**config.mk**
```make
export PLATFORM = sky130hd
export DESIGN_NAME = pc_counter
export DESIGN_NICKNAME = d
export VERILOG_FILES = /design/src/source/core_pkg.sv /design/src/source/pc_counter.sv
export SDC_FILE = /design/constraint.sdc
export NUM_CORES = 1
export LEC_CHECK = 0
export ABC_AREA = 1
export BUFFER_PORTS_ARGS = -buffer_cell sky130_fd_sc_hd__clkbuf_2
export CAP_MARGIN = 5
export CORE_MARGIN = 8
export CORE_UTILIZATION = 53
export CTS_CLUSTER_DIAMETER = 150
export DETAILED_ROUTE_END_ITERATION = 8
export PLACE_DENSITY = 0.82
export SETUP_SLACK_MARGIN = 0.05
export SYNTH_ARGS = -nofsm -noshare
export SYNTH_HDL_FRONTEND = slang
export SYNTH_SLANG_ARGS = --single-unit
```
**constraint.sdc**
```tcl
create_clock -name clock -period 2.1 [get_ports clock]
set_input_delay 0.21 -clock clock [delete_from_list [all_inputs] [get_ports clock]]
set_output_delay 0.21 -clock clock [all_outputs]
set_load 0.05 [all_outputs]
```
**src/source/core_pkg.sv**
```systemverilog
`default_nettype none

package core_pkg;
	localparam int xlen = 32;
	localparam int instr_bytes = 4; // Fetch step.

	typedef enum logic [1:0] {
		pc_seq    = 2'd0,
		pc_branch = 2'd1,
		pc_jump   = 2'd2
	} pc_sel_t;

	typedef enum logic [1:0] {
		wr_none = 2'd0,
		wr_alu  = 2'd1,
		wr_link = 2'd2
	} wr_sel_t;
endpackage

`default_nettype wire

```
**src/source/pc_counter.sv**
```systemverilog
`default_nettype none

module pc_counter (
	input  logic                      clock,
	input  logic                      reset,
	input  logic                      pc_advance,
	input  logic                      redirect,
	input  core_pkg::pc_sel_t         pc_sel,
	input  logic [core_pkg::xlen-1:0] branch_target,
	input  logic [core_pkg::xlen-1:0] jump_target,
	output logic [core_pkg::xlen-1:0] pc
);
	import core_pkg::*;

	always_ff @(posedge clock) begin
		if (reset) begin
			pc <= '0;
		end else if (redirect) begin
			case (pc_sel)
				pc_branch: pc <= branch_target;
				pc_jump:   pc <= jump_target;
				default:   pc <= pc;
			endcase
		end else if (pc_advance) begin
			pc <= pc + xlen'(instr_bytes);
		end
	end
endmodule

`default_nettype wire

```
==> metrics <==
DR vias=approximately 3300; io pins=102; # Max-Cap Violations=0; sequential element share of the synthesized area=0.244; initial antenna violation count=0; clk slew on worst S/H paths=70 ps; Ys Warns=0; Post-CTS Setup Inserts=0; CTS Root Cell=clkbuf_8; Seq cells post-synth=32; CTS tree=built; peak per-stage delay on the critical path=410 ps; fill count=approximately 470; PortBufs=slightly above 100; Synth area leaders=dfxtp_1 (24%), nand2_1 (16%), nor2_1 (13%); min Tclk post-route=between 1500 and 2000 ps; worst clock skew=~3.8 ps; Total Routed Length=8.53 mm; Fmax=~600 MHz; Critical Path Fanout Max=6; DP HPWL=between 6 and 7 mm; Final GP Congestion=roughly 0.90; Finished Cell Area=3260 µm²; Synth Instances=approximately 460; antenna-violating nets left=0; chip width=about 86 µm; drc violations=0; Clk Latency, worst-skew pair=290 ps; final setup margin=approximately 440 ps; CP required=2320 ps; Synth Cell Area=2630 µm²; Post-synth top cells=nand2_1 (111), nor2_1 (91), o21ai_0 (49); register with the most flip-flops=pc; final core occ=0.686; Iter 0 DRT Violations=approximately 240; cts repair resizes=0; Syn Nets=526; CP startpoint kind=flop; total CTS buffers=5; measured slew at the worst slew-check pin=approximately 380 ps; leak pwr=1.50 nW; max reg flops=32; CTS max path bufs=2; cell taking the most area after synthesis=dfxtp_1; area of the multi-input gates=1760 µm²; Post-CTS Hold Fix Bufs=0; CP arrival=roughly 1900 ps; CP top delay family=simple AND/OR/NAND/NOR gates; Crit Path Category=flop to flop; number of synthesized flops with an enable pin=0; Rows=25; vias in the first global route=about 3200; Setup Viol. Count Final=0; Die Area=around 7500 µm²; Sequential Area=between 600 and 700 µm²; ys async rst share=0; Primary FF master, synth=dfxtp_1; Final Hold Fails=0; PD cells=approximately 570 nW/µm²; worst min-delay path class=primary input to flop; H-tree depth=2; share of cells above drive strength 1=0.264; Cell Chain, Critical Path=ha_1 > nand2_2 > nor2_4 > nand2_4 > nor2_4 > nand2_1 > nand2_1 > nand3_1 > a21oi_1; Place WS=470 ps; unrepaired setup endpoints after global routing=false; global-route usage over all layers=0.234; outcome=finished clean; Initial Util=0.552; most frequent cell after synthesis=nand2_1; setup_tns=0 ps; Unique masters post-synth=27; area grow syn2layout=24.3%; nets=622; syn avg cell area=5.77 µm²; Die Ht=approximately 86 µm; global-route wire length before repair=between 10 and 15 mm; Slowest cell on crit path=dfxtp_1; total power draw=between 0.0015 and 0.002 W; top cell type's share of synthesized area=0.244; period utilization=0.792; diode count=0; reg2reg setup slack=roughly 440 ps; drt first pass iters=5; largest registers=pc: 32 flops; placed cell area=approximately 3200 µm²; crit path capture type=flop; Avg WL per Cell=between 10 and 15 µm; peak supply drop=between 0.4 and 0.5 mV; largest net degree at the start of global routing=34; Max Slew Vio Count=0; Vias/cell=5.28; total gr overflow=0; WP buf/inv=0; slew margin rel.=0.747; core area=around 4800 µm²; clock sink count=32
placed cells by master (no fill, tap or decap), types with 8 or more instances in the layout:
| master | instances |
|---|---|
| clkbuf_2 | 101 |
| nor2_1 | 91 |
| dfxtp_1 | 32 |
| a21oi_1 | 30 |
| nor2_4 | 10 |
| buf_4 | 8 |
| o21ai_0 | 49 |
| nand3_1 | 43 |
| a21oi_2 | 8 |
| inv_1 | 30 |
| nand2_1 | 111 |
final timing paths:
path                            start      to  cells after the start
worst min-delay path            reset  pc[10]                      2
worst min register to register  pc[0]   pc[0]                      2
worst max-delay path            pc[2]  pc[20]                      9
worst max register to register  pc[2]  pc[20]                      9
through the flow:
step	instances	hold WS [ps]
global route	619	177
floorplan	455	289
finish	619	167
global placement	611	461
CTS	619	162
detailed placement	611	469
where the power goes:
| part | switching (W) | internal, W |
|---|---|---|
| Combinational | 0.000423 | 0.000184 |
| Clock | 0.000238 | 0.000267 |
| Sequential | 0.0000788 | 0.000661 |
worst register-to-register path, stage by stage, from the launching register on:
cell and delay (ps):
dfxtp_1 410, ha_1 260, nand2_2 100, nor2_4 200, nand2_4 120, nor2_4 180, nand2_1 70, nand2_1 60
nand3_1 70, a21oi_1 140
per-layer routing:
metal	vias up	global-route usage	wire length, µm	part of all wire
met1	1452	0.276	3610	0.42
met3	13	0.0577	716	0.084
li1	1669	-	-	-
met4	0	0.0782	139	0.016
met2	136	0.403	4060	0.48
met5	-	0	0	0
layout make-up:
class                      count  share of cell area
multi-input combinational    371               0.539
sequential                    32               0.196
timing repair buffer         109               0.173
inverter                      32              0.0376
clock buffer                   8              0.0276
tap                           67              0.0257
logic make-up after synthesis:
kind of cell,after synthesis,synth area share
flip-flops,32,0.244
AND/OR/NAND/NOR,276,0.470
adder cells (fa/ha/maj),1,0.00477
buffers and inverters,52,0.0853
AO/OA/AOI/OAI,94,0.196
No activity file was read; power rests on OpenSTA's default activity.
