### src/source/isa_pkg.sv
`default_nettype none

package isa_pkg;
	localparam int reg_index_width = 5;
	localparam int imm14_width = 14;
	localparam int imm24_width = 24;
	localparam logic [reg_index_width-1:0] link_reg = 5'd30; // Target of jump-and-link.

	typedef enum logic [5:0] {
		opc_alu_rr = 6'h20,
		opc_jump   = 6'h24,
		opc_beq    = 6'h26,
		opc_addi   = 6'h28,
		opc_xori   = 6'h2b,
		opc_ori    = 6'h2c
	} opcode_t;

	typedef enum logic [4:0] {
		sub_add = 5'h00,
		sub_sub = 5'h01,
		sub_and = 5'h02,
		sub_xor = 5'h03,
		sub_or  = 5'h04,
		sub_sll = 5'h0c,
		sub_srl = 5'h0d
	} sub_op_base_t;

	typedef struct packed {
		logic                       form; // Zero for 32-bit forms.
		opcode_t                    opcode;
		logic [reg_index_width-1:0] rt;
		logic [reg_index_width-1:0] ra;
		logic                       spare;
		logic [imm14_width-1:0]     imm14; // rb and sub-op for register-register.
	} i14_t;

	typedef struct packed {
		logic                   form;
		opcode_t                opcode;
		logic                   link;
		logic [imm24_width-1:0] imm24;
	} j24_t;

	typedef union packed {
		i14_t i14;
		j24_t j24;
	} instr_u;
endpackage

`default_nettype wire

### src/source/core_pkg.sv
`default_nettype none

package core_pkg;
	localparam int xlen = 32;
	localparam int instr_bytes = 4; // Fetch step.

	typedef enum logic [1:0] {
		pc_seq    = 2'd0,
		pc_branch = 2'd1,
		pc_jump   = 2'd2
	} pc_sel_t;

	typedef enum logic [1:0] {
		wr_none = 2'd0,
		wr_alu  = 2'd1,
		wr_link = 2'd2
	} wr_sel_t;
endpackage

`default_nettype wire

### src/source/execute_unit.sv
`default_nettype none

module execute_unit (
	input  logic                                valid,
	input  isa_pkg::opcode_t                    opcode,
	input  isa_pkg::sub_op_base_t               sub_op_base,
	input  logic [isa_pkg::imm14_width-1:0]     imm_14bit,
	input  logic [isa_pkg::imm24_width-1:0]     imm_24bit,
	input  logic [core_pkg::xlen-1:0]           ra_data,
	input  logic [core_pkg::xlen-1:0]           rb_data,
	input  logic [core_pkg::xlen-1:0]           rt_data,
	input  logic [isa_pkg::reg_index_width-1:0] rt_index,
	input  logic [core_pkg::xlen-1:0]           pc,
	input  core_pkg::pc_sel_t                   select_pc,
	input  core_pkg::wr_sel_t                   select_write_reg,
	output logic                                redirect,
	output core_pkg::pc_sel_t                   pc_sel,
	output logic [core_pkg::xlen-1:0]           branch_target,
	output logic [core_pkg::xlen-1:0]           jump_target,
	output logic                                wr_en,
	output logic [isa_pkg::reg_index_width-1:0] wr_index,
	output logic [core_pkg::xlen-1:0]           wr_data
);
	import isa_pkg::*;
	import core_pkg::*;

	logic [xlen-1:0]         imm_sext;
	logic [xlen-1:0]         imm_zext;
	logic [xlen-1:0]         alu_result;
	logic [$clog2(xlen)-1:0] shamt;
	logic                    taken;

	assign imm_sext = {{(xlen-imm14_width){imm_14bit[imm14_width-1]}}, imm_14bit};
	assign imm_zext = {{(xlen-imm14_width){1'b0}}, imm_14bit};
	assign shamt = rb_data[$clog2(xlen)-1:0];

	always_comb begin
		alu_result = '0;
		case (opcode)
			opc_alu_rr: begin
				case (sub_op_base)
					sub_add: alu_result = ra_data + rb_data;
					sub_sub: alu_result = ra_data - rb_data;
					sub_and: alu_result = ra_data & rb_data;
					sub_or:  alu_result = ra_data | rb_data;
					sub_xor: alu_result = ra_data ^ rb_data;
					sub_sll: alu_result = ra_data << shamt;
					sub_srl: alu_result = ra_data >> shamt;
					default: alu_result = '0;
				endcase
			end
			opc_addi: alu_result = ra_data + imm_sext;
			opc_ori:  alu_result = ra_data | imm_zext;
			opc_xori: alu_result = ra_data ^ imm_zext;
			default:  alu_result = '0;
		endcase
	end

	// Offsets count halfwords.
	assign branch_target = pc + {imm_sext[xlen-2:0], 1'b0};
	assign jump_target = pc + {{(xlen-imm24_width-1){imm_24bit[imm24_width-1]}}, imm_24bit, 1'b0};

	assign taken = (select_pc == pc_jump) || (select_pc == pc_branch && ra_data == rt_data);
	assign redirect = valid && taken;
	assign pc_sel = select_pc;

	assign wr_en = valid && (select_write_reg != wr_none) && (rt_index != '0);
	assign wr_index = rt_index;
	assign wr_data = (select_write_reg == wr_link) ? pc + xlen'(instr_bytes) : alu_result;
endmodule

`default_nettype wire

### config.mk
export PLATFORM = sky130hd
export DESIGN_NAME = execute_unit
export DESIGN_NICKNAME = d
export VERILOG_FILES = /design/src/source/isa_pkg.sv /design/src/source/core_pkg.sv /design/src/source/execute_unit.sv
export SDC_FILE = /design/constraint.sdc
export NUM_CORES = 1
export LEC_CHECK = 0
export ABC_AREA = 1
export ABC_CLOCK_PERIOD_IN_PS = 6800
export BUFFER_PORTS_ARGS = -buffer_cell sky130_fd_sc_hd__buf_2
export CORE_ASPECT_RATIO = 0.6
export CORE_MARGIN = 10
export CORE_UTILIZATION = 49
export DETAILED_ROUTE_END_ITERATION = 7
export PLACE_DENSITY = 0.78
export SETUP_SLACK_MARGIN = 0.3
export SYNTH_ARGS = -nofsm -noshare
export SYNTH_HDL_FRONTEND = slang
export SYNTH_SLANG_ARGS = --single-unit
### constraint.sdc
create_clock -name vclk -period 6.8
set_input_delay 1.36 -clock vclk [all_inputs]
set_output_delay 1.36 -clock vclk [all_outputs]
set_load 0.02 [all_outputs]
==> results.py <==
metrics = {
    "timing": {
        "fmax_mhz": 156.9,
        "hold_viol_final": 0,
        "whs_ns": 2.958,
        "slew_viol_final": 0,
        "fin_crit_ns": 6.372,
        "worst_pin_slew_ns": 1.104,
        "finalCritPeriodShare_pct": 93.71,
        "setup_viol": 0,
        "setup-tns-final_ns": 0,
        "rsz0062_at_grt": "true",
        "slew_headroom_pct": 26.14,
    },
    "floorplan": {
        "fp-row-count": 51,
        "ioPinCount": 292,
        "die_w_um": 254.9,
        "dieArea_um2": 41020,
        "die_h_um": 160.9,
        "core-area_um2": 32540,
        "initial_core_util_pct": 49.84,
    },
    "setup_path": {
        "critical_path_class": "in2out",
        "startpoint": "rb_data[3]",
        "cp_max_fo": 22,
        "end_kind": "output port",
        "cp.required_ns": 5.44,
        "arrival_ns": 5.01,
        "startpoint_type": "primary input",
    },
    "pwr": {
        "power_density_nw_per_um2": 92.63,
        "leakage_nw": 10.22,
        "vdd_drop_max_v": 0.0001041,
    },
    "status": {
        "status": "complete, no violations",
    },
    "global_routing": {
        "grt_pass1_vias": 19480,
        "gr-total-overflow": 0,
        "grt_pass1_wl_mm": 121.6,
        "grt_max_degree": 69,
        "grt_usage_pct": 38.24,
        "antenna_found_initial": 1,
    },
    "yosys": {
        "yosysUniqueCellTypes": 57,
        "yosysWarnings": 0,
        "seq_area_frac_synth_pct": 0,
        "synth_nets": 3488,
        "syn_inst": 3094,
        "synthesis.area_um2": 16220,
        "synth_area_per_cell_um2": 5.243,
    },
    "min_path": {
        "min_to": "wr_index[1]",
        "hold_path_class": "in2out",
        "hold_depth": 2,
        "min_from": "rt_index[1]",
    },
    "finish": {
        "mostFrequentLayoutCells": "nand2_1 (1016), inv_1 (394), nand3_1 (379), buf_2 (289), nor2_1 (213)",
        "area_delta_synth_final_pct": 11.46,
        "nets": 3726,
        "antenna_cells": 0,
        "nClkBuffers": 0,
        "drive_above_1_share_pct": 13.75,
        "finalNonFillerCells": 3754,
        "seq_area_um2": 0,
        "final_common_cell": "nand2_1",
        "seq_cell_count": 0,
    },
    "route": {
        "antenna_left": 0,
        "drt-pass1-iter-count": 7,
        "routed_wl_mm": 83.49,
        "wire_per_inst_um": 22.24,
        "drc": 0,
        "routed-via-count": 22780,
        "viasPerCell": 6.067,
        "drtIter0Drc": 4078,
    },
    "clock_tree": {
        "postCtsHoldBufs": 0,
    },
    "flow_run": {
        "maxCapViolations": 0,
    },
    "placement": {
        "numPortBuffers": 292,
        "dp_hpwl_mm": 70.54,
        "place_inst": 3753,
        "gp_congestion": 1.099,
    },
}
what timing repair did:
action	4_1_cts	5_1_grt
setup endpoints to repair	0	18
resized for setup	0	46
setup buffers	0	1
metrics by stage:
stage / utilization (%) / power (mW) / setup WS (ns) / area (µm²)
final: 55.56 / 1.675 / 0.4280 / 18080
after global routing: 55.56 / 1.790 / 0.1741 / 18080
after CTS: 55.06 / 1.580 / 0.3310 / 17920
after detailed placement: 55.06 / 1.571 / 0.3359 / 17920
after global placement: 55.06 / 1.577 / 0.2621 / 17920
after floorplan: - / 1.003 / 1.058 / 16220
metal layers:
metal | up-vias | global-route usage (%) | share of wire (%)
li1 | 10640 | - | -
met1 | 10220 | 59.75 | 45
met2 | 1823 | 45.49 | 34
met3 | 86 | 18.10 | 20
met4 | 2 | 2.668 | 1.1
met5 | - | 0 | 0.0012
power breakdown:
part,total [mW],internal [mW],switching (mW)
combinational,1.67,0.496,1.18
clock,0,0,0
sequential,0,0,0
synthesized netlist by cell type, types with 23 or more instances:
| cell | n | area [µm²] |
|---|---|---|
| a21oi_1 | 173 | 865.8 |
| a31oi_1 | 23 | 143.9 |
| buf_2 | 41 | 205.2 |
| ha_1 | 203 | 2540 |
| inv_1 | 394 | 1479 |
| nand2_1 | 1024 | 3844 |
| nand2_2 | 25 | 156.4 |
| nand3_1 | 381 | 1907 |
| nand4_1 | 34 | 212.7 |
| nor2_1 | 219 | 822.0 |
| nor3_1 | 37 | 185.2 |
| o21ai_0 | 125 | 625.6 |
| o21ai_1 | 29 | 145.1 |
| xnor2_1 | 23 | 201.4 |
| xor2_1 | 78 | 683.2 |
worst max-delay path by stage:
stage / end / cells past startpoint
global placement: wr_data[28] / 25
detailed placement: wr_data[28] / 25
CTS: wr_data[28] / 25
finish: wr_data[28] / 24
global route: wr_data[28] / 25
floorplan: wr_data[30] / 26
worst max-delay path: stages:
cell and delay (ns):
clkbuf_4 0.26, inv_2 0.12, nand3_2 0.11, nor3_4 0.26, nand4_4 0.16, nor2_4 0.20
nand2_1 0.08, nand2_2 0.09, o21ai_2 0.11, xor2_1 0.18, ha_2 0.42, nand2_1 0.14
nor2_1 0.22, nand2_2 0.13, nor3_2 0.15, nand2_2 0.14, nand3_1 0.12, nand3_1 0.12
nand2_1 0.10, nand2_1 0.05, nand3_1 0.10, nand2_1 0.08, nand2_1 0.11, buf_2 0.17
area by class of cell:
type	instances	area, µm²
multi-input cells	2595	14280
well taps	424	530.5
inverters	409	1545
repair buffers	326	1728
fillers	3647	14460
kinds of logic (layout without fill, tap and decap cells):
group / count (synthesis) / count (layout) / share of synthesized area, %
AO/OA/AOI/OAI: 478 / 478 / 17.21
XOR/XNOR: 101 / 101 / 5.454
adder cells (fa/ha/maj): 207 / 207 / 16.15
buffers and inverters: 499 / 735 / 12.84
AND/OR/NAND/NOR: 1809 / 1809 / 48.34
No activity file was read; power rests on OpenSTA's default activity.
