===== config.mk =====
export PLATFORM = sky130hd
export DESIGN_NAME = decode_unit
export DESIGN_NICKNAME = d
export VERILOG_FILES = /design/src/source/isa_pkg.sv /design/src/source/core_pkg.sv /design/src/source/decode_unit.sv
export SDC_FILE = /design/constraint.sdc
export NUM_CORES = 1
export LEC_CHECK = 0
export BUFFER_PORTS_ARGS = -buffer_cell sky130_fd_sc_hd__buf_4
export CAP_MARGIN = 15
export CORE_ASPECT_RATIO = 1.2
export CORE_MARGIN = 4
export CORE_UTILIZATION = 30
export DETAILED_ROUTE_END_ITERATION = 8
export PLACE_DENSITY_LB_ADDON = 0.3
export SETUP_SLACK_MARGIN = 0.4
export SYNTH_ARGS = -nofsm -noshare
export SYNTH_HDL_FRONTEND = slang
export SYNTH_SLANG_ARGS = --single-unit

===== constraint.sdc =====
create_clock -name vclk -period 3.2
set_input_delay 0.64 -clock vclk [all_inputs]
set_output_delay 0.64 -clock vclk [all_outputs]
set_load 0.05 [all_outputs]

===== src/source/isa_pkg.sv =====
`default_nettype none

package isa_pkg;
	localparam int reg_index_width = 5;
	localparam int imm14_width = 14;
	localparam int imm24_width = 24;
	localparam logic [reg_index_width-1:0] link_reg = 5'd30; // Target of jump-and-link.

	typedef enum logic [5:0] {
		opc_alu_rr = 6'h20,
		opc_jump   = 6'h24,
		opc_beq    = 6'h26,
		opc_addi   = 6'h28,
		opc_xori   = 6'h2b,
		opc_ori    = 6'h2c
	} opcode_t;

	typedef enum logic [4:0] {
		sub_add = 5'h00,
		sub_sub = 5'h01,
		sub_and = 5'h02,
		sub_xor = 5'h03,
		sub_or  = 5'h04,
		sub_sll = 5'h0c,
		sub_srl = 5'h0d
	} sub_op_base_t;

	typedef struct packed {
		logic                       form; // Zero for 32-bit forms.
		opcode_t                    opcode;
		logic [reg_index_width-1:0] rt;
		logic [reg_index_width-1:0] ra;
		logic                       spare;
		logic [imm14_width-1:0]     imm14; // rb and sub-op for register-register.
	} i14_t;

	typedef struct packed {
		logic                   form;
		opcode_t                opcode;
		logic                   link;
		logic [imm24_width-1:0] imm24;
	} j24_t;

	typedef union packed {
		i14_t i14;
		j24_t j24;
	} instr_u;
endpackage

`default_nettype wire


===== src/source/core_pkg.sv =====
`default_nettype none

package core_pkg;
	localparam int xlen = 32;
	localparam int instr_bytes = 4; // Fetch step.

	typedef enum logic [1:0] {
		pc_seq    = 2'd0,
		pc_branch = 2'd1,
		pc_jump   = 2'd2
	} pc_sel_t;

	typedef enum logic [1:0] {
		wr_none = 2'd0,
		wr_alu  = 2'd1,
		wr_link = 2'd2
	} wr_sel_t;
endpackage

`default_nettype wire


===== src/source/decode_unit.sv =====
`default_nettype none

module decode_unit (
	input  isa_pkg::instr_u                     instruction,
	output isa_pkg::opcode_t                    opcode,
	output isa_pkg::sub_op_base_t               sub_op_base,
	output logic [isa_pkg::imm14_width-1:0]     imm_14bit,
	output logic [isa_pkg::imm24_width-1:0]     imm_24bit,
	output logic [isa_pkg::reg_index_width-1:0] ra_index,
	output logic [isa_pkg::reg_index_width-1:0] rb_index,
	output logic [isa_pkg::reg_index_width-1:0] rt_index,
	output core_pkg::pc_sel_t                   select_pc,
	output core_pkg::wr_sel_t                   select_write_reg
);
	import isa_pkg::*;
	import core_pkg::*;

	assign opcode      = instruction.i14.opcode;
	assign sub_op_base = sub_op_base_t'(instruction.i14.imm14[$bits(sub_op_base_t)-1:0]);
	assign imm_14bit   = instruction.i14.imm14;
	assign imm_24bit   = instruction.j24.imm24;
	assign ra_index    = instruction.i14.ra;
	assign rb_index    = instruction.i14.imm14[imm14_width-1 -: reg_index_width]; // Top of imm14.
	assign rt_index    = (opcode == opc_jump) ? link_reg : instruction.i14.rt;

	always_comb begin
		case (opcode)
			opc_beq:  select_pc = pc_branch;
			opc_jump: select_pc = pc_jump;
			default:  select_pc = pc_seq;
		endcase
	end

	always_comb begin
		case (opcode)
			opc_alu_rr,
			opc_addi,
			opc_ori,
			opc_xori: select_write_reg = wr_alu;
			opc_jump: select_write_reg = instruction.j24.link ? wr_link : wr_none;
			default:  select_write_reg = wr_none;
		endcase
	end
endmodule

`default_nettype wire


==> results of run 1 <==
[critical path, cell delays in order]
cell and delay (ps):
buf_4 120, nand4bb_1 190, or3_1 440, and2_4 200
buf_4 180
[per-layer routing]
layer	vias up	share of wire (%)	global-route usage (%)
met5	-	0	0
met4	0	6.7	5.07
met3	15	31	1.94
met2	35	33	7.14
met1	96	30	5.14
li1	114	-	-
[metrics by stage]
| step | setup slack [ps] | instances | cell area [um^2] |
|---|---|---|---|
| global placement | 782 | 63 | 354 |
| floorplan | 575 | 75 | 561 |
| detailed placement | 774 | 63 | 354 |
| finish | 787 | 63 | 354 |
| CTS | 775 | 63 | 354 |
| global route | 730 | 63 | 354 |
[layout make-up]
class,instances,area share [%]
Tap cell,18,6.36
Inverter,2,2.12
Multi-Input combinational cell,13,27.9
Timing Repair Buffer,30,63.6
[Yosys cell counts (2+ instances only)]
master	n	area share [%]
nand2b_1	3	3.4
inv_1	2	1.4
buf_4	59	80
nor3b_1	2	2.7
[final timing paths]
kind                            start      endpoint  slack [ps]  cells past startpoint
worst max-delay path  instruction[28]   rt_index[0]         790                      5
worst min-delay path   instruction[6]  imm_24bit[6]        1280                      0
[power by group through the flow]
stage	Sequential [mW]	Combinational (mW)	Clock, mW
floorplan	0	0.221	0
global placement	0	0.0774	0
detailed placement	0	0.0775	0
CTS	0	0.0776	0
global route	0	0.0804	0
finish	0	0.0768	0
[logic make-up (layout without fill, tap and decap cells)]
family,after synthesis,after routing,share of synthesized area (%)
AND/OR/NAND/NOR,12,12,15.3
buffers and inverters,62,32,83.1
AO/OA/AOI/OAI,1,1,1.58
==> out/results.ini, run 1 <==
[timing]
slew_headroom_pct = 85.0
post-route-period-util_pct = 75.4
layout_min_cycle_time_ps = 2410
fmax_mhz = 414
worst_hold_slack_ps = 1280
rsz0062_at_grt = no
fin_setup_tns_ps = 0
worst_slew_pin_slew_ps = 225
slew_viol_final = 0
hold_violations = 0
setup_viol = 0

[power]
total_power_mw = 0.0768
switching_share_pct = 65.0
p_clk_share_pct = 0
p_per_area_nw_per_um2 = 217
p_seq_share_pct = 0
pwr-share-comb_pct = 100.0
power.internal_mw = 0.0269
ir_drop_uv = 50.1
p_sw_mw = 0.0499
p_leak_nw = 0.199

[grt]
grtUsageTotal_pct = 4.94
grt_max_degree = 8
grt_pass1_wl_um = 993
grt.overflow.total = 0
antenna_found_initial = 0
grt_pass1_vias = 234

[layout]
seq_area_um2 = 0
layout_common_cells = buf_4, nand2b_1, inv_1
n_clock_buffer = 0
flops_and_latches = 0
fin_util_pct = 20.8
n_antenna_cell = 0
multiInputGateArea_um2 = 98.8
drive_gt1_share_pct = 73.3
syn_to_final_growth_pct = -36.3
nFillCells = 192
mostFrequentLayoutCell = buf_4
nets = 79

[clock_network]
cts_hold_buffers = 0
cts_resized = 0
postCtsSetupBuffers = 0

[route]
drt-total-wl_um = 765
drtAntennaViolNets = 0
route.detailed.drc = 0
drt_iter0_markers = 0
wl_per_cell_um = 12.1
dr.pass1.iters = 1
dr_total_vias = 260
viasPerCell = 4.13

[yosys]
ys_seq_area_share_pct = 0
synthCells = 75
yosys.cell_types.count = 13
syn_area_per_cell_um2 = 7.41
synth.cell_area_um2 = 556
yosysWarnings = 0
synthesis.nets = 107

[floorplan]
ios = 100
die_area_um2 = 2610
die_w_um = 47.3
rows = 16
start_util_pct = 32.6
die_y_um = 55.1
coreArea_um2 = 1700

[worst_setup_path]
crit_type = in2out
critPathRequiredTime_ps = 2560
crit_arrival_ps = 1770
cp_max_fo = 7
startpoint_type = input port
crit_path_end_kind = output port

[min_path]
min_path_type = in2out

[place]
gp_congestion = 0.554
io_buffers = 30

[run_status]
status = finished, final reports clean

[job]
maxCapViolCount = 0

Note: power is estimated with default switching activity, not from simulation.
==> run 2, diff against run 1 <==
ABC_AREA = 1   (was unset)
CORE_UTILIZATION = 29   (was 30)
clock period = 2.3 ns   (was 3.2 ns; I/O delays follow)
==> run 2 against run 1 <==
  * Die area grew 6.4%
  * Worst setup slack lost 120 ps
  * Total power grew 46%
  * Critical path depth is the same
  * Sequential cell count is the same
  * Combinational power grew 46%
  * Global-route usage grew 0.054 points
  * Utilization shrank 0.29 points
==> out/results.ini, run 2 <==
[timing]
post-route-period-util_pct = 71.0
slew_headroom_pct = 89.3  ; was 85.0%
rsz0062_at_grt = no  ; unchanged
layout_min_cycle_time_ps = 1630
worst_slew_pin_slew_ps = 160  ; was 225 ps
hold_violations = 0  ; unchanged
setup_viol = 0  ; unchanged
fin_setup_tns_ps = 0  ; unchanged
setup_slack_ps = 667  ; was 787 ps
fmax_mhz = 612
slew_viol_final = 0  ; unchanged

[layout]
flops_and_latches = 0  ; unchanged
syn_to_final_growth_pct = -33.5  ; was -36.3%
multiInputGateArea_um2 = 101  ; was 98.8 um^2
nFillCells = 227  ; was 192
fin_util_pct = 20.5  ; was 20.8%
finish.instance_area_um2 = 384  ; was 354 um^2
nets = 91  ; was 79
seq_area_um2 = 0  ; unchanged
drive_gt1_share_pct = 63.2  ; was 73.3%
n_clock_buffer = 0  ; unchanged
layout_common_cells = buf_4, inv_1, nand2_1  ; was buf_4, nand2b_1, inv_1
mostFrequentLayoutCell = buf_4  ; unchanged
n_antenna_cell = 0  ; unchanged

[grt]
grtUsageTotal_pct = 4.99  ; was 4.94%
grt.overflow.total = 0  ; unchanged
grt_max_degree = 8  ; unchanged
antenna_found_initial = 0  ; unchanged
grt_pass1_vias = 276  ; was 234
grt_pass1_wl_um = 1250  ; was 993 um

[yosys]
synthCells = 86  ; was 75
synth_top_area_cell = buf_4  ; unchanged
yosysWarnings = 0  ; unchanged
yosysTopAreaCellShare_pct = 76.6  ; was 79.7%
synth_most_common_cell = buf_4  ; unchanged
synth_top_cells_by_area = buf_4, inv_1, nand2_1  ; was buf_4, nand2b_1, nor3b_1
synthesis.nets = 118  ; was 107
syn_area_per_cell_um2 = 6.72  ; was 7.41 um^2
synthTopCellsByCount = buf_4, inv_1, nand2_1  ; was buf_4, nand2b_1, inv_1, nor3b_1
yosys.cell_types.count = 10  ; was 13
ys_seq_area_share_pct = 0  ; unchanged
synth.cell_area_um2 = 578  ; was 556 um^2

[floorplan]
ios = 100  ; unchanged
rows = 17  ; was 16
start_util_pct = 30.9  ; was 32.6%
die_y_um = 56.9  ; was 55.1 um
die_area_um2 = 2770  ; was 2610 um^2
die_w_um = 48.8  ; was 47.3 um
coreArea_um2 = 1870  ; was 1700 um^2

[worst_setup_path]
critPathRequiredTime_ps = 1840  ; was 2560 ps
crit_type = in2out  ; unchanged
crit_chain = buf_4 > nor2_2 > nand3_4 > nor2_2 > buf_4  ; was buf_4 > nand4bb_1 > or3_1 > and2_4 > buf_4
critPathMaxStageDelay_ps = 190  ; was 440 ps
cp-startpoint = instruction[28]  ; unchanged
startpoint_type = input port  ; unchanged
cp_max_fo = 7  ; unchanged
crit_path_end_kind = output port  ; unchanged
crit_arrival_ps = 1170  ; was 1770 ps
cpMaxStageDelayCell = buf_4  ; was or3_1

[min_path]
min_path_type = in2out  ; unchanged
hold_depth = 0  ; unchanged
hold_start = instruction[5]  ; was instruction[6]
whs_endpoint = imm_14bit[5]  ; was imm_24bit[6]

[job]
maxCapViolCount = 0  ; unchanged

[clock_network]
cts_hold_buffers = 0  ; unchanged
postCtsSetupBuffers = 0  ; unchanged
cts_resized = 0  ; unchanged

[place]
gp_congestion = 0.549  ; was 0.554
dpl_cell_area_um2 = 384  ; was 354 um^2
io_buffers = 30  ; unchanged
place_ws_ps = 648  ; was 774 ps
dp_hpwl_um = 676

[route]
drt-total-wl_um = 759  ; was 765 um
route.detailed.drc = 0  ; unchanged
drtAntennaViolNets = 0  ; unchanged
viasPerCell = 3.42  ; was 4.13
dr_total_vias = 260  ; unchanged
dr.pass1.iters = 4  ; was 1
drt_iter0_markers = 1  ; was 0
wl_per_cell_um = 9.99  ; was 12.1 um

[power]
p_leak_nw = 0.242  ; was 0.199 nW
ir_drop_uv = 60.7  ; was 50.1 uV
p_per_area_nw_per_um2 = 291  ; was 217 nW/um^2

[run_status]
status = finished, final reports clean  ; unchanged

[run 2: metrics by stage]
stage	power, mW	hold slack [ps]	cells
2_1_floorplan	0.312	1090	86
3_3_place_gp	0.113	921	76
3_5_place_dp	0.113	921	76
4_1_cts	0.113	921	76
5_1_grt	0.118	920	76
6_report	0.112	920	76
[run 2: routing by layer]
metal,part of all wire (%),up-vias,GRT usage [%]
met5,0,-,0
met4,4.7,0,3.46
met3,21,11,3.45
met2,49,18,8.21
met1,25,95,4.25
li1,-,136,-
[run 2: logic make-up after synthesis]
family,count (synthesis),synth area share [%]
simple gates,17,16.7
buf+inv,68,82.5
compound gates,1,0.865
[run 2: where the power goes]
part           internal [mW]  leakage (nW)  total (mW)  switching (mW)
logic                 0.0365         0.242       0.112          0.0753
clock network              0             0           0               0
registers                  0             0           0               0
[run 2: final cells by class]
class,count,area share [%]
Tap cell,19,6.19
Inverter,9,8.79
Timing Repair Buffer,30,58.6
Multi-Input combinational cell,18,26.4
[run 2: critical path: cells and delay by family]
kind / cells / cell delay [ps]
AND/OR/NAND/NOR: 3 / 380
buffers and inverters: 2 / 310
[run 2: how the worst max path moves through the flow]
stage,endpoint,slack (ps)
floorplan,select_write_reg[0],480
global placement,select_write_reg[1],650
detailed placement,select_write_reg[1],650
CTS,select_write_reg[1],650
global route,rt_index[0],580
finish,select_write_reg[1],670
