**config.mk**
```make
export PLATFORM = sky130hd
export DESIGN_NAME = regwalls
export DESIGN_NICKNAME = d
export VERILOG_FILES = /design/src/source/isa_pkg.sv /design/src/source/core_pkg.sv /design/src/source/regwalls.sv
export SDC_FILE = /design/constraint.sdc
export NUM_CORES = 1
export LEC_CHECK = 0
export ABC_AREA = 0
export BUFFER_PORTS_ARGS = -buffer_cell sky130_fd_sc_hd__buf_2
export CORE_AREA = 4 4 169 171
export DETAILED_ROUTE_END_ITERATION = 8
export DIE_AREA = 0 0 173 175
export PLACE_DENSITY_LB_ADDON = 0.05
export SLEW_MARGIN = 20
export SYNTH_ARGS = -nofsm -noshare
export SYNTH_HDL_FRONTEND = slang
export SYNTH_SLANG_ARGS = --single-unit
```
**constraint.sdc**
```tcl
create_clock -name clock -period 1.54 [get_ports clock]
set_input_delay 0.154 -clock clock [delete_from_list [all_inputs] [get_ports clock]]
set_output_delay 0.154 -clock clock [all_outputs]
set_load 0.01 [all_outputs]
```
**src/source/isa_pkg.sv**
```systemverilog
`default_nettype none

package isa_pkg;
	localparam int reg_index_width = 5;
	localparam int imm14_width = 14;
	localparam int imm24_width = 24;
	localparam logic [reg_index_width-1:0] link_reg = 5'd30; // Target of jump-and-link.

	typedef enum logic [5:0] {
		opc_alu_rr = 6'h20,
		opc_jump   = 6'h24,
		opc_beq    = 6'h26,
		opc_addi   = 6'h28,
		opc_xori   = 6'h2b,
		opc_ori    = 6'h2c
	} opcode_t;

	typedef enum logic [4:0] {
		sub_add = 5'h00,
		sub_sub = 5'h01,
		sub_and = 5'h02,
		sub_xor = 5'h03,
		sub_or  = 5'h04,
		sub_sll = 5'h0c,
		sub_srl = 5'h0d
	} sub_op_base_t;

	typedef struct packed {
		logic                       form; // Zero for 32-bit forms.
		opcode_t                    opcode;
		logic [reg_index_width-1:0] rt;
		logic [reg_index_width-1:0] ra;
		logic                       spare;
		logic [imm14_width-1:0]     imm14; // rb and sub-op for register-register.
	} i14_t;

	typedef struct packed {
		logic                   form;
		opcode_t                opcode;
		logic                   link;
		logic [imm24_width-1:0] imm24;
	} j24_t;

	typedef union packed {
		i14_t i14;
		j24_t j24;
	} instr_u;
endpackage

`default_nettype wire

```
**src/source/core_pkg.sv**
```systemverilog
`default_nettype none

package core_pkg;
	localparam int xlen = 32;
	localparam int instr_bytes = 4; // Fetch step.

	typedef enum logic [1:0] {
		pc_seq    = 2'd0,
		pc_branch = 2'd1,
		pc_jump   = 2'd2
	} pc_sel_t;

	typedef enum logic [1:0] {
		wr_none = 2'd0,
		wr_alu  = 2'd1,
		wr_link = 2'd2
	} wr_sel_t;
endpackage

`default_nettype wire

```
**src/source/regwalls.sv**
```systemverilog
`default_nettype none

module regwalls (
	input  logic                                clock,
	input  logic                                reset,
	input  logic                                flush,
	input  logic                                fetch_valid,
	input  isa_pkg::instr_u                     fetch_instruction,
	input  logic [core_pkg::xlen-1:0]           fetch_pc,
	output isa_pkg::instr_u                     reg1_instruction,
	input  logic [core_pkg::xlen-1:0]           ra_data,
	input  logic [core_pkg::xlen-1:0]           rb_data,
	input  logic [core_pkg::xlen-1:0]           rt_data,
	input  isa_pkg::opcode_t                    opcode,
	input  isa_pkg::sub_op_base_t               sub_op_base,
	input  logic [isa_pkg::imm14_width-1:0]     imm_14bit,
	input  logic [isa_pkg::imm24_width-1:0]     imm_24bit,
	input  core_pkg::pc_sel_t                   select_pc,
	input  core_pkg::wr_sel_t                   select_write_reg,
	input  logic [isa_pkg::reg_index_width-1:0] rt_index,
	output logic [core_pkg::xlen-1:0]           reg2_ra_data,
	output logic [core_pkg::xlen-1:0]           reg2_rb_data,
	output logic [core_pkg::xlen-1:0]           reg2_rt_data,
	output isa_pkg::opcode_t                    reg2_opcode,
	output isa_pkg::sub_op_base_t               reg2_sub_op_base,
	output logic [isa_pkg::imm14_width-1:0]     reg2_imm_14bit,
	output logic [isa_pkg::imm24_width-1:0]     reg2_imm_24bit,
	output core_pkg::pc_sel_t                   reg2_select_pc,
	output core_pkg::wr_sel_t                   reg2_select_write_reg,
	output logic [isa_pkg::reg_index_width-1:0] reg2_rt_index,
	output logic [core_pkg::xlen-1:0]           reg2_pc,
	output logic                                reg2_valid
);
	import core_pkg::*;

	logic [xlen-1:0] reg1_pc;
	logic            reg1_valid;

	always_ff @(posedge clock) begin
		if (fetch_valid) begin
			reg1_instruction <= fetch_instruction;
			reg1_pc          <= fetch_pc;
		end
	end

	always_ff @(posedge clock) begin
		reg2_ra_data          <= ra_data;
		reg2_rb_data          <= rb_data;
		reg2_rt_data          <= rt_data;
		reg2_opcode           <= opcode;
		reg2_sub_op_base      <= sub_op_base;
		reg2_imm_14bit        <= imm_14bit;
		reg2_imm_24bit        <= imm_24bit;
		reg2_select_pc        <= select_pc;
		reg2_select_write_reg <= select_write_reg;
		reg2_rt_index         <= rt_index;
		reg2_pc               <= reg1_pc;
	end

	always_ff @(posedge clock) begin
		if (reset) begin
			reg1_valid <= 1'b0;
			reg2_valid <= 1'b0;
		end else begin
			reg1_valid <= fetch_valid && !flush; // Empty unless a word arrived.
			reg2_valid <= reg1_valid && !flush; // Bubble when stage 1 is empty.
		end
	end

	a_flush_kills_stage2: assert property (@(posedge clock) disable iff (reset)
		flush |=> !reg2_valid);
endmodule

`default_nettype wire

```
==> impl_results.md, run 1 <==
- Status: stopped before the end
- Stage reached: clock tree synthesis
- Stop err: [ERROR RSZ-0060] Max buffer count reached.
- Final Wtd Congestion: a little over 0.7
- Die Span X: around 170 µm
- Post-CTS setup buffers: 0
- Synth top area cells: dfxtp_1 66%, edfxtp_1 34%, nor3b_1 0.26%
- Initial core utilization: 0.2121
- Syn Inst Count: 254
- Synth async-reset ratio: 0
- Synth warn: 0
- Root buf cell: clkbuf_16
- Row count: 60
- Synth cell types: 3
- Number of synthesized register bits: ~250
- Io pins: ~440
- # port buffers: 440
- # clock sinks: between 200 and 300
- Synth Cell Area: roughly 0.0057 mm²
- Die H: between 150 and 200 µm
- PostCTS Resize Cnt: 0
- Largest area contributor in the netlist: dfxtp_1
- Hold Buf Count CTS: approximately 220
- H-tree Lvls: 1
- Most frequent cell after synthesis: dfxtp_1
- Clk buf depth: 3
- Mapped Nets: roughly 480
- Synth cell count leaders: 188 x dfxtp_1, 64 x edfxtp_1, 2 x nor3b_1
- Post-synth top area share: 0.6602
- Post-DP HPWL: 14050 µm
- Dominant synthesized flop cell: dfxtp_1
- TritonCTS Buffers: 28
- Avg Synthesized Cell Area: ~22 µm²
- Post-synth EDFFs: 64
- Post-synthesis sequential area ratio: 0.9974
## kinds of logic after synthesis
kind of cell	count (synthesis)	share of synthesized area
DFF	252	0.9974
and+or+nand+nor	2	0.002633
## per-stage QoR
step	cell area, µm²	std cells	util	hold WS (ns)	setup slack, ns
3_3_place_gp	8372	1037	0.3115	0.2559	0.6605
2_1_floorplan	5700	254	-	0.1817	0.9922
3_5_place_dp	8372	1037	0.3115	0.2576	0.6383
==> run 2, diff against run 1 <==
--- a/config.mk
+++ b/config.mk
@@ -7,10 +7,10 @@
 export LEC_CHECK = 0
 export ABC_AREA = 0
 export BUFFER_PORTS_ARGS = -buffer_cell sky130_fd_sc_hd__buf_2
-export CORE_AREA = 4 4 169 171
+export CORE_AREA = 4 4 171 173
 export DETAILED_ROUTE_END_ITERATION = 8
-export DIE_AREA = 0 0 173 175
-export PLACE_DENSITY_LB_ADDON = 0.05
+export DIE_AREA = 0 0 175 177
+export PLACE_DENSITY_LB_ADDON = 0.15
 export SLEW_MARGIN = 20
 export SYNTH_ARGS = -nofsm -noshare
 export SYNTH_HDL_FRONTEND = slang
==> run 2 against run 1 <==
Effect of this change:
- synthesized cell count unchanged
- the run now ends clean
- synthesized area did not move
==> impl_results.md, run 2 <==
- Die ar.: 0.03098 mm²
- Int Power: roughly 12 mW
- PostCTS Resize Cnt: 0 (unchanged)
- Synth Area in Compound Gates: 0 (unchanged)
- Clk_skew: between 0.004 and 0.005 ns
- Layout Nets: around 1200
- Vias: ~4600
- Post-CTS setup buffers: 0 (unchanged)
- Commonest non-fill, non-tap cells in the layout: 440 x buf_2, 221 x dlygate4sd3_1, 188 x dfxtp_1
- Worst r2r src: reg1_valid
- Final setup fails: 0
- Hold Buf Count CTS: 221 (+1.4%)
- CP top delay family: flip-flops
- Commonest non-fill, non-tap cell in the layout: buf_2
- Routed WL: 18410 µm
- CP cell instances: buf_2
- Fin area: 0.01155 mm²
- CP Launch Type: register
- Antenna violation net count after detailed routing: 0
- Post-DP HPWL: 12820 µm (-8.8%)
- Post-DP Area: 0.008396 mm² (+0.28%)
- Rel. slew slack: 0.7644
- Worst slack, placed: 0.5755 ns (-0.06277 ns)
- Largest net degree at the start of global routing: 66
- Clock-pin slew on the worst setup and hold paths: around 0.060 ns
- Synth cell count leaders: 188 x dfxtp_1, 64 x edfxtp_1, 2 x nor3b_1
- First-pass GRT wire length: 26890 µm
- Dominant synthesized flop cell: dfxtp_1
- Io pins: 441 (unchanged)
- Share of post-route cells with drive strength above 1: 0.5005
- Worst setup margin: ~0.34 ns
- Die H: 177 µm (+1.1%)
- Global Route Usage Sum: 0.1093
- Drt via density: between 3 and 4
- TritonRoute pass-1 iters: 4
- # clock sinks: 252 (unchanged)
- Syn Inst Count: 254 (unchanged)
- Antenna violations before repair: 0
- Antenna Cells: 0
- Critical path buffers and inverters: 1
- Peak VDD IR: 0.7025 mV
- # DRC: 0
- Layout area overhead: 102.6%
- Switching fraction of total power: 0.2081
- Power per cell area: roughly 1300 mW/mm²
- Total grt overflow: 0
- RSZ-0062 raised after global routing: no
- Crit-path slowest cell: edfxtp_1
- Final Max Slew Viols: 0
- Root buf cell: clkbuf_16
- Most Used Layer, Global Route: met2
- Largest area contributor in the netlist: dfxtp_1
- HP Class: in2reg
- R2R setup slack: about 0.45 ns
- Total power: roughly 15 mW
- Post-synth top area share: 0.6602 (unchanged)
- Met3 usage: 0.04871
- Row count: 61 (+1.7%)
- Synth cell types: 3 (unchanged)
- Core footprint: 0.02763 mm²
- TritonCTS Buffers: 28 (unchanged)
- Worst setup EP type: output port
- Post-synth EDFFs: 64 (unchanged)
- Flop pwr share: 0.479
- Crit path max fanout: 1
- Least-Margin Pin Slew: between 0.3 and 0.4 ns
- Synth Area in Adders: 0 (unchanged)
- Number of global-route vias before repair: 5036
- Leakage: roughly 5.3 nW
- Avg Synthesized Cell Area: 22.44 µm² (unchanged)
- Most frequent cell after synthesis: dfxtp_1
- Logic pwr share: 0.087
- XOR/XNOR share of the synthesized area: 0 (unchanged)
- Setup TNS: 0 ns
- Synth warn: 0 (unchanged)
- Post-synthesis sequential area ratio: 0.9974 (unchanged)
- Multiplexer share of the synthesized area: 0 (unchanged)
- Status: completed
- Initial core utilization: 0.2063 (-0.005782)
- Data required time of the worst path: 1.39 ns
- Mapped Nets: 476 (unchanged)
- H-tree Lvls: 1 (unchanged)
- Final Wtd Congestion: 0.6936 (-3.2%)
- Met1 Use GR: 0.1078
- CP max stage delay: about 0.37 ns
- # port buffers: 440 (unchanged)
- Avg WL per Cell: 13.68 µm
- FMAX: about 830 MHz
- Critical Path AT: around 1.1 ns
- CTS tree: built
- Final Hold Vio Count: 0
- Hold Startpoint: fetch_valid
- Number of synthesized register bits: 252 (unchanged)
- Switching pwr: between 3 and 4 mW
- Final min period: 1.201 ns
- Clock share of power: 0.434
- Die Span X: 175 µm (+1.2%)
- Latest clock arrival within the worst-skew pair: approximately 0.52 ns
- Synth top area cells: dfxtp_1 66%, edfxtp_1 34%, nor3b_1 0.26%
- Met2 usage: 0.2028
- Setup CP Type: reg2out
- WHS: 0.1755 ns
- Violation count after the first detailed-route iteration: 57
- Largest family of logic cells by synthesized area: simple AND/OR/NAND/NOR gates
- Crit path from: reg1_instruction[6]
- Clk buf depth: 3 (unchanged)
- Simple-Gate Fraction of Synth Area: 0.002634 (unchanged)
- Fin crit share: 0.7800
- Synth async-reset ratio: 0 (unchanged)
- Synth Cell Area: 0.005700 mm² (unchanged)
- Max-cap violations: 0
## run 2: cell counts after synthesis
Identical to the previous run, type by type.
## run 2: cell type report
class	count	area, µm²
clock buffer	40	828.3
clock inverter	11	112.6
fill	2596	16080
multi-input combinational	2	15.01
sequential	252	5685
tap	378	473.0
timing repair buffer	662	4434
## run 2: layer usage
| layer | part of all wire | up-vias | wire (µm) |
|---|---|---|---|
| li1 | - | 2241 | - |
| met1 | 0.34 | 2048 | 6321 |
| met2 | 0.51 | 277 | 9478 |
| met3 | 0.11 | 38 | 1986 |
| met4 | 0.034 | 0 | 619 |
| met5 | 0 | - | 0 |
## run 2: cell families after synthesis
group	count (synthesis)
flops	252
simple gates	2
## run 2: power by group through the flow
stage | Clock (mW) | Sequential [mW] | Combinational [mW]
floorplan | 0 | 7.65 | 0.00133
global placement | 0 | 7.44 | 0.893
detailed placement | 0 | 7.45 | 0.894
CTS | 6.91 | 7.30 | 1.35
global route | 7.16 | 7.34 | 1.43
finish | 6.62 | 7.30 | 1.33
## run 2: through the flow
| step | instances | util |
|---|---|---|
| 5_1_grt | 1345 | 0.4180 |
| 2_1_floorplan | 254 | - |
| 3_5_place_dp | 1073 | 0.3039 |
| 3_3_place_gp | 1073 | 0.3039 |
| 6_report | 1345 | 0.4180 |
| 4_1_cts | 1345 | 0.4180 |
## run 2: path summary, 6_finish.rpt
kind              depth (start not counted)                   end
setup / recovery                          1   reg1_instruction[6]
hold reg to reg                           0           reg2_pc[29]
setup reg to reg                          2            reg2_valid
hold / removal                            2  reg1_instruction[24]
Note: power is estimated with default switching activity, not from simulation.
