<file path="src/source/fetch_control.sv">
`default_nettype none

module fetch_control (
	input  logic clock,
	input  logic reset,
	input  logic wb_ack,
	input  logic flush,
	output logic wb_cyc,
	output logic wb_stb,
	output logic fetch_valid,
	output logic pc_advance
);
	typedef enum logic [1:0] {
		idle,
		request,
		discard
	} state_t;

	state_t state;
	state_t state_next;

	always_ff @(posedge clock) begin
		if (reset)
			state <= idle;
		else
			state <= state_next;
	end

	always_comb begin
		state_next = state;
		case (state)
			idle: state_next = request;
			request: begin
				if (wb_ack)
					state_next = idle; // Bus released for one cycle.
				else if (flush)
					state_next = discard;
			end
			discard: begin
				if (wb_ack)
					state_next = idle;
			end
			default: state_next = idle;
		endcase
	end

	assign wb_cyc = (state != idle);
	assign wb_stb = (state != idle);
	assign pc_advance = (state == request) && wb_ack;
	assign fetch_valid = pc_advance && !flush; // Word fetched past a taken branch is dropped.

	a_stb_in_cycle: assert property (@(posedge clock) disable iff (reset)
		wb_stb |-> wb_cyc);
	a_no_valid_on_discard: assert property (@(posedge clock) disable iff (reset)
		(state == discard) |-> !fetch_valid);
	a_release_after_ack: assert property (@(posedge clock) disable iff (reset)
		wb_cyc && wb_ack |=> !wb_cyc);
endmodule

`default_nettype wire

</file>
<file path="config.mk">
export PLATFORM = sky130hd
export DESIGN_NAME = fetch_control
export DESIGN_NICKNAME = d
export VERILOG_FILES = /design/src/source/fetch_control.sv
export SDC_FILE = /design/constraint.sdc
export NUM_CORES = 1
export LEC_CHECK = 0
export ABC_AREA = 1
export ABC_CLOCK_PERIOD_IN_PS = 1240
export BUFFER_PORTS_ARGS = -buffer_cell sky130_fd_sc_hd__buf_2
export CAP_MARGIN = 10
export CORE_AREA = 2 2 39 41
export CTS_BUF_LIST = sky130_fd_sc_hd__clkbuf_4 sky130_fd_sc_hd__clkbuf_8
export DETAILED_ROUTE_END_ITERATION = 16
export DIE_AREA = 0 0 41 43
export PLACE_DENSITY = 0.3
export SLEW_MARGIN = 20
export SYNTH_ARGS = -nofsm -noshare
export SYNTH_HDL_FRONTEND = slang
export SYNTH_SLANG_ARGS = --single-unit
</file>
<file path="constraint.sdc">
create_clock -name clock -period 1.24 [get_ports clock]
set_input_delay 0 -clock clock [delete_from_list [all_inputs] [get_ports clock]]
set_output_delay 0 -clock clock [all_outputs]
set_load 0.03 [all_outputs]
</file>
==> metrics.txt, run 1 <==
outcome=finished, final reports clean; worst skew pair latency=~220 ps; Crit Path Category=reg -> out; worst hold slack=33.1 ps; register bit total from synthesis=2; Hold/Removal Path Class=in -> reg; largest area contributor in the netlist=dfxtp_1; RSZ-0062 raised after global routing=false; largest register by flop count=state; Largest regs=state (2); power per standard cell area=roughly 1600 nW/µm²; # hold bufs at CTS=0; first-pass iteration count of the detailed router=2; GR Overflow Total=0; crit path DAT=1010 ps; max-slew violations=0; CP Launch Type=flop; core area=~1400 µm²; RePlAce Congestion=0.578; antenna-violating nets left=0; Rel. slew slack=between 80 and 90%; pre-CTS setup slack=roughly 470 ps; final instance area=roughly 180 µm²; root buffer cell=clkbuf_4; Die ar.=1760 µm²; via count of the first global-routing pass=120; CTS tree=done; total number of vias=130; total CTS buffers=3; Die X=a little over 40 µm; Setup Viol. Count Final=0; placed inst area=between 150 and 200 µm²; final core utilization=between 10% and 20%; Synth Cell Area=approximately 110 µm²; met1 GRT Util=roughly 5%; maximum clock rate=a little under 1 GHz; Synth-to-Final Area Change=64.4%; antenna violations before repair=0; total wire length=about 320 µm; Final Hold Viols=0; GR peak layer=met4; drt drc=0; Final period util=81.2%; Post-Synthesis Cells=18; post-cts sizing count=0; global-route wire length before repair=about 450 µm; Sink Count=2; peak supply drop=about 310 µV; leakage=approximately 0.1 nW; worst setup margin=233 ps; routing usage on met2=about 3.4%; Pwr Total=between 200 and 300 µW; num rows=14; initial core utilization=just under 8%; share of cells above drive strength 1=between 40 and 50%; largest net degree at the start of global routing=5; Syn Area/Cell=slightly above 6 µm²; overall routing resource usage=around 4.1%; Ports=8; drt wl/cell=around 7.3 µm; post-CTS setup repair buffer count=0; n_diodes=0; Inst Count DP=40; Critical Path End Type=output port; fin crit period=1010 ps; max reg flops=2; top cells by area, synth=dfxtp_1 (37%), nor2_1 (17%), nand2_1 (14%); fin nets=33; worst slew pin tran=about 160 ps; Yosys cell types=9; Worst Clk Skew=approximately 1.1 ps; Final Instance Count excl. Fillers=43; Post-Route Setup TNS=0 ps; Post-Syn Nets=22; Crit Path Max Fanout=3; Die Y=~43 µm; MaxCap Viol Count=0; sequential area share after synthesis=a little under two fifths; CTS clk-pin slew, worst paths=approximately 30 ps; routed vias/inst=3.02; Required @ worst endpoint=between 1000 and 1500 ps; H-tree depth=1; HPWL Detailed=about 250 µm; Port Buffers=7; M3 GR Usage=approximately 2.6%; clock buffer depth=2; top-area cell type share of the netlist area=a little under two fifths; Synth warnings=0; Initial DRC Count=7
-- cells in the mapped netlist --
cell,n
dfxtp_1,2
inv_1,2
inv_2,1
nor2_1,5
nand2_1,4
nor3_1,1
a21oi_1,1
nand2_2,1
buf_4,1
-- kinds of logic (layout without fill, tap and decap cells) --
family	count (synthesis)	in the layout	synth area share (%)
buffers and inverters	4	13	17.2
DFF	2	2	36.8
and+or+nand+nor	11	11	41.4
AOI/OAI and AO/OA	1	1	4.59
-- worst max-delay path, stage by stage, from the launching register on --
cell and delay (ps):
dfxtp_1 340, nand2_1 90, nor3_1 130, buf_2 220
-- cell type report --
| cell class | count | area, µm² |
|---|---|---|
| Fill cell | 159 | 1200 |
| Multi-Input combinational cell | 12 | 50.0 |
| Sequential cell | 2 | 40.0 |
| Timing Repair Buffer | 7 | 35.0 |
| Clock buffer | 3 | 22.5 |
| Tap cell | 16 | 20.0 |
| Inverter | 3 | 11.3 |
-- final timing paths --
| check | endpoint | from | cells past startpoint | slack [ps] |
|---|---|---|---|---|
| setup reg to reg | state[1]$_SDFFE_PP0P_ | state[1]$_SDFFE_PP0P_ | 3 | 500 |
| hold / removal | state[0]$_SDFFE_PP0P_ | reset | 4 | 30 |
| hold reg to reg | state[0]$_SDFFE_PP0P_ | state[0]$_SDFFE_PP0P_ | 3 | 530 |
| setup / recovery | fetch_valid | state[0]$_SDFFE_PP0P_ | 3 | 230 |
-- report_power, final --
part / switching (mW) / internal, mW / total [mW]
sequential: 0.00481 / 0.0701 / 0.0749
clock: 0.0335 / 0.106 / 0.140
combinational: 0.0461 / 0.0193 / 0.0654
-- metal layers --
metal,vias up,routed length [µm]
met5,-,0
met4,0,0
met3,0,65
met2,8,94
met1,50,156
li1,72,-
-- cells in the final DEF (no fill, tap or decap) --
cell type,count
a21oi_1,1
buf_2,7
clkbuf_4,3
dfxtp_1,2
inv_1,2
inv_2,1
nand2_1,4
nand2_2,1
nor2_1,5
nor3_1,1
Note: power is estimated with default switching activity, not from simulation.
==> run 2: changes to the inputs <==
- ABC_CLOCK_PERIOD_IN_PS: 1240 -> 1000
- clock period: 1.24 -> 1 ns (I/O delays scaled with it)
==> metrics.txt, run 2 (same netlist as run 1, synthesis figures left out) <==
# hold bufs at CTS=0 (unchanged); clock buffer depth=2 (unchanged); global-route wire length before repair=420 µm (was 448 µm); fin crit period=931 ps; Setup Viol. Count Final=0 (unchanged); total number of vias=125 (was 130); GR peak layer=met4 (unchanged); Critical Path End Type=output port (unchanged); Int Pwr=246 µW (was 196 µW); RSZ-0062 raised after global routing=false (unchanged); crit path DAT=930 ps (was 1010 ps); worst slew pin tran=179 ps (was 162 ps); max reg flops=2 (unchanged); drt wl/cell=6.65 µm (was 7.33 µm); worst skew pair latency=220 ps (about the same); Die Y=43 µm (unchanged); HPWL Detailed=231 µm (was 249 µm); max-slew violations=0 (unchanged); Port Buffers=7 (unchanged); total CTS buffers=3 (unchanged); CTS tree=done (unchanged); worst r2r src=state[1]$_SDFFE_PP0P_ (unchanged); overall routing resource usage=4.21% (was 4.11%); Initial DRC Count=1 (was 7); placed inst area=161 µm² (was 156 µm²); commonest non-fill, non-tap cells in the layout=buf_2 (6), nor2_1 (5), nand2_1 (3), clkbuf_4 (3) (was buf_2 (7), nor2_1 (5), nand2_1 (4)); peak supply drop=402 µV (was 314 µV); post-cts sizing count=0 (unchanged); Flop pwr share=27.0% (was 26.7%); final instance area=190 µm² (was 179 µm²); Hold/Removal Path Class=in -> reg (unchanged); fin nets=33 (unchanged); routing usage on met2=4.38% (was 3.44%); CP Launch Type=flop (unchanged); largest register by flop count=state (unchanged); Synth-to-Final Area Change=74.7% (was 64.4%); share of cells above drive strength 1=55.6% (was 44.4%); RePlAce Congestion=0.536 (was 0.578); antenna-violating nets left=0 (unchanged); M3 GR Usage=1.57% (was 2.62%); Ports=8 (unchanged); hold path start=reset (unchanged); sw power=105 µW (was 84.4 µW); Required @ worst endpoint=1000 ps (was 1240 ps); Final Hold Viols=0 (unchanged); switching share of power=29.9% (was 30.1%); worst setup path start=state[1]$_SDFFE_PP0P_ (was state[0]$_SDFFE_PP0P_); Die ar.=1760 µm² (unchanged); H-tree depth=1 (unchanged); outcome=finished, final reports clean (unchanged); Die X=41 µm (unchanged); Clk network pwr share=49.5% (was 49.9%); first-pass iteration count of the detailed router=2 (unchanged); core area=1380 µm² (unchanged); Comb pwr share=23.6% (was 23.3%); most common cell after layout, fill and taps aside=buf_2 (unchanged); Final period util=between 90 and 100%; GR Overflow Total=0 (unchanged); largest net degree at the start of global routing=5 (unchanged); Crit Path Category=reg -> out (unchanged); via count of the first global-routing pass=130 (was 120); Worst Clk Skew=1.46 ps (was 1.12 ps); Crit Path Max Fanout=4 (was 3); routed vias/inst=2.91 (was 3.02); post-CTS setup repair buffer count=0 (unchanged); antenna violations before repair=0 (unchanged); CTS clk-pin slew, worst paths=30 ps (about the same); n_diodes=0 (unchanged); leakage=0.105 nW (was 0.102 nW); maximum clock rate=between 1 and 1.5 GHz; drt drc=0 (unchanged); Sink Count=2 (unchanged); Largest regs=state (2) (unchanged); met1 GRT Util=4.17% (was 5.11%); initial core utilization=7.87% (unchanged); Rel. slew slack=88.1% (was 89.2%); total wire length=286 µm (was 315 µm); MaxCap Viol Count=0 (unchanged); power per standard cell area=1840 nW/µm² (was 1570 nW/µm²); num rows=14 (unchanged); Post-Route Setup TNS=0 ps (unchanged); root buffer cell=clkbuf_4 (unchanged)
run 2: area by class of cell:
type	count	area [µm²]
Tap cell	16	20.0
Sequential cell	2	41.3
Fill cell	164	1190
Clock buffer	3	22.5
Timing Repair Buffer	7	37.5
Multi-Input combinational cell	12	57.6
Inverter	3	11.3
run 2: path summary, 6_finish.rpt:
kind,endpoint,slack (ps),cells past startpoint
setup / recovery,wb_stb,70,3
hold / removal,state[0]$_SDFFE_PP0P_,20,4
setup reg to reg,state[1]$_SDFFE_PP0P_,260,3
hold reg to reg,state[0]$_SDFFE_PP0P_,500,3
run 2: worst max-delay path, cell delays in order (launching register included):
cell and delay [ps]:
dfxtp_1 390, inv_2 60, nand2_2 70, buf_2 190
run 2: power groups by stage:
stage	combinational (mW)	clock (mW)	sequential (mW)
4_1_cts	0.0818	0.187	0.0929
6_report	0.0826	0.174	0.0946
2_1_floorplan	0.0632	0	0.0924
5_1_grt	0.0924	0.194	0.0957
3_5_place_dp	0.0817	0	0.0939
3_3_place_gp	0.0818	0	0.0938
run 2: through the flow:
stage / util, % / cells / hold WS, ps / worst slack, ps / power [mW]
CTS: 13.3 / 43 / 29.7 / 12.8 / 0.362
global placement: 11.7 / 40 / 269 / 268 / 0.176
global route: 13.7 / 43 / 46.0 / 18.9 / 0.382
floorplan: - / 18 / 67.8 / 179 / 0.156
finish: 13.7 / 43 / 24.8 / 68.6 / 0.351
detailed placement: 11.7 / 40 / 265 / 258 / 0.176
run 2: metal layers:
layer	vias up	part of all wire [%]	wire, µm
met3	0	17	49
met4	0	0	0
met5	-	0	0
li1	70	-	-
met1	47	48	136
met2	8	35	99
==> run 3: changes to the inputs <==
- HOLD_SLACK_MARGIN: not set -> 0.15
==> metrics.txt, run 3 (same netlist as run 1, synthesis figures left out) <==
outcome=finished, final reports clean (unchanged); worst slew pin tran=178 ps (was 179 ps); power per standard cell area=1700 nW/µm² (was 1840 nW/µm²); initial core utilization=7.87% (unchanged); Flop pwr share=26.5% (was 27.0%); Worst path slowest cell=dfxtp_1 (unchanged); Sink Count=2 (unchanged); Final period util=93.5% (was 93.1%); final core utilization=15.2% (was 13.7%); RePlAce Congestion=0.536 (unchanged); RSZ-0062 raised after global routing=false (unchanged); share of cells above drive strength 1=51.7% (was 55.6%); Largest regs=state (2) (unchanged); maximum clock rate=1.07 GHz (about the same); drt drc=0 (unchanged); Hold/Removal Path Class=in -> reg (unchanged); CTS tree=done (unchanged); # hold bufs at CTS=2 (was 0); peak supply drop=407 µV (was 402 µV); Hold Path Stages=4 (unchanged); core area=1380 µm² (unchanged); Critical Path End Type=output port (unchanged); CTS clk-pin slew, worst paths=30 ps (about the same); commonest non-fill, non-tap cells in the layout=buf_2 (6), nor2_1 (5), nand2_1 (3), clkbuf_4 (3) (unchanged); antenna violations before repair=0 (unchanged); fin crit period=935 ps (was 931 ps); Pwr Total=357 µW (was 351 µW); first-pass iteration count of the detailed router=1 (was 2); Port Buffers=7 (unchanged); Crit Path Category=reg -> out (unchanged); largest net degree at the start of global routing=5 (unchanged); MaxCap Viol Count=0 (unchanged); Clk network pwr share=48.5% (was 49.5%); Inst Count DP=40 (unchanged); worst-path cell chain=inv_2 -> nand2_2 -> buf_2 (unchanged); routed vias/inst=2.98 (was 2.91); via count of the first global-routing pass=139 (was 130); Max stage delay on crit path=390 ps (about the same); Reg2Reg Depth=3 (unchanged); H-tree depth=1 (unchanged); worst r2r src=state[1]$_SDFFE_PP0P_ (unchanged); antenna-violating nets left=0 (unchanged); CP Launch Type=flop (unchanged); HPWL Detailed=231 µm (unchanged); total number of vias=134 (was 125); Setup Viol. Count Final=0 (unchanged); sw power=106 µW (was 105 µW); most common cell after layout, fill and taps aside=buf_2 (unchanged); worst reg-to-reg setup slack=260 ps (about the same); global-route wire length before repair=448 µm (was 420 µm); Post-Route Setup TNS=0 ps (unchanged); Die ar.=1760 µm² (unchanged); Synth-to-Final Area Change=93.1% (was 74.7%); Ports=8 (unchanged); overall routing resource usage=4.41% (was 4.21%); Crit Path Max Fanout=4 (unchanged); Initial DRC Count=0 (was 1); num rows=14 (unchanged); clock buffer depth=2 (unchanged); total CTS buffers=3 (unchanged); Final Instance Count excl. Fillers=45 (was 43); worst skew pair latency=220 ps (about the same); fin nets=35 (was 33); root buffer cell=clkbuf_4 (unchanged); switching share of power=29.7% (was 29.9%); max-slew violations=0 (unchanged); Required @ worst endpoint=1000 ps (about the same); Final Hold Viols=0 (unchanged); CP endpoint=wb_cyc (was wb_stb); largest register by flop count=state (unchanged); Comb pwr share=24.9% (was 23.6%); max reg flops=2 (unchanged); Die X=41 µm (unchanged); GR Overflow Total=0 (unchanged); Worst Clk Skew=0.950 ps (was 1.46 ps); drt wl/cell=6.62 µm (was 6.65 µm); Die Y=43 µm (unchanged); crit path DAT=940 ps (was 930 ps); post-CTS setup repair buffer count=0 (unchanged); Int Pwr=251 µW (was 246 µW); worst setup path start=state[1]$_SDFFE_PP0P_ (unchanged); leakage=0.113 nW (was 0.105 nW); endpoint of the worst register-to-register path=state[1]$_SDFFE_PP0P_ (unchanged); Rel. slew slack=88.1% (about the same); n_diodes=0 (unchanged); total wire length=298 µm (was 286 µm); number of fill cells=165 (was 164)
## run 3: layout make-up
class	count	area, µm²	area share (%)
Multi-Input combinational cell	12	57.6	27.4
Timing Repair Buffer	9	57.6	27.4
Sequential cell	2	41.3	19.6
Clock buffer	3	22.5	10.7
Tap cell	16	20.0	9.52
Inverter	3	11.3	5.36
## run 3: critical path, delay by kind of cell (launching register included)
kind / cells / cell delay [ps]
simple gates: 1 / 70
buf+inv: 2 / 250
flops: 1 / 390
## run 3: power groups by stage
stage | Clock [mW] | Combinational, mW | Sequential [mW]
final | 0.173 | 0.0890 | 0.0946
after global routing | 0.194 | 0.0990 | 0.0957
after CTS | 0.187 | 0.0879 | 0.0929
after detailed placement | 0 | 0.0817 | 0.0939
after global placement | 0 | 0.0818 | 0.0938
after floorplan | 0 | 0.0632 | 0.0924
## run 3: worst min-delay path by stage
stage / endpoint / startpoint
after detailed placement: state[1]$_SDFFE_PP0P_ / reset
after global routing: state[1]$_SDFFE_PP0P_ / wb_ack
after CTS: state[1]$_SDFFE_PP0P_ / wb_ack
after floorplan: fetch_valid / flush
after global placement: state[0]$_SDFFE_PP0P_ / reset
final: state[1]$_SDFFE_PP0P_ / wb_ack
## run 3: timing repair
| item | CTS | global route |
|---|---|---|
| endpoints found under the hold margin | 2 | 2 |
| gates resized for setup | 0 | 4 |
| setup endpoints to repair | 0 | 2 |
## run 3: stage by stage
step / worst slack [ps] / area, µm² / hold slack, ps
2_1_floorplan: 179 / 114 / 67.8
3_3_place_gp: 268 / 161 / 269
3_5_place_dp: 258 / 161 / 265
4_1_cts: 12.8 / 204 / 44.4
5_1_grt: 19.0 / 210 / 65.6
6_report: 64.8 / 210 / 62.9
## run 3: layer usage
metal	up-vias	wire, µm	GRT usage (%)	share of wire [%]
met4	0	0	8.00	0
met2	8	109	5.00	37
li1	74	-	-	-
met3	0	40	1.57	13
met5	-	0	0	0
met1	52	149	4.17	50
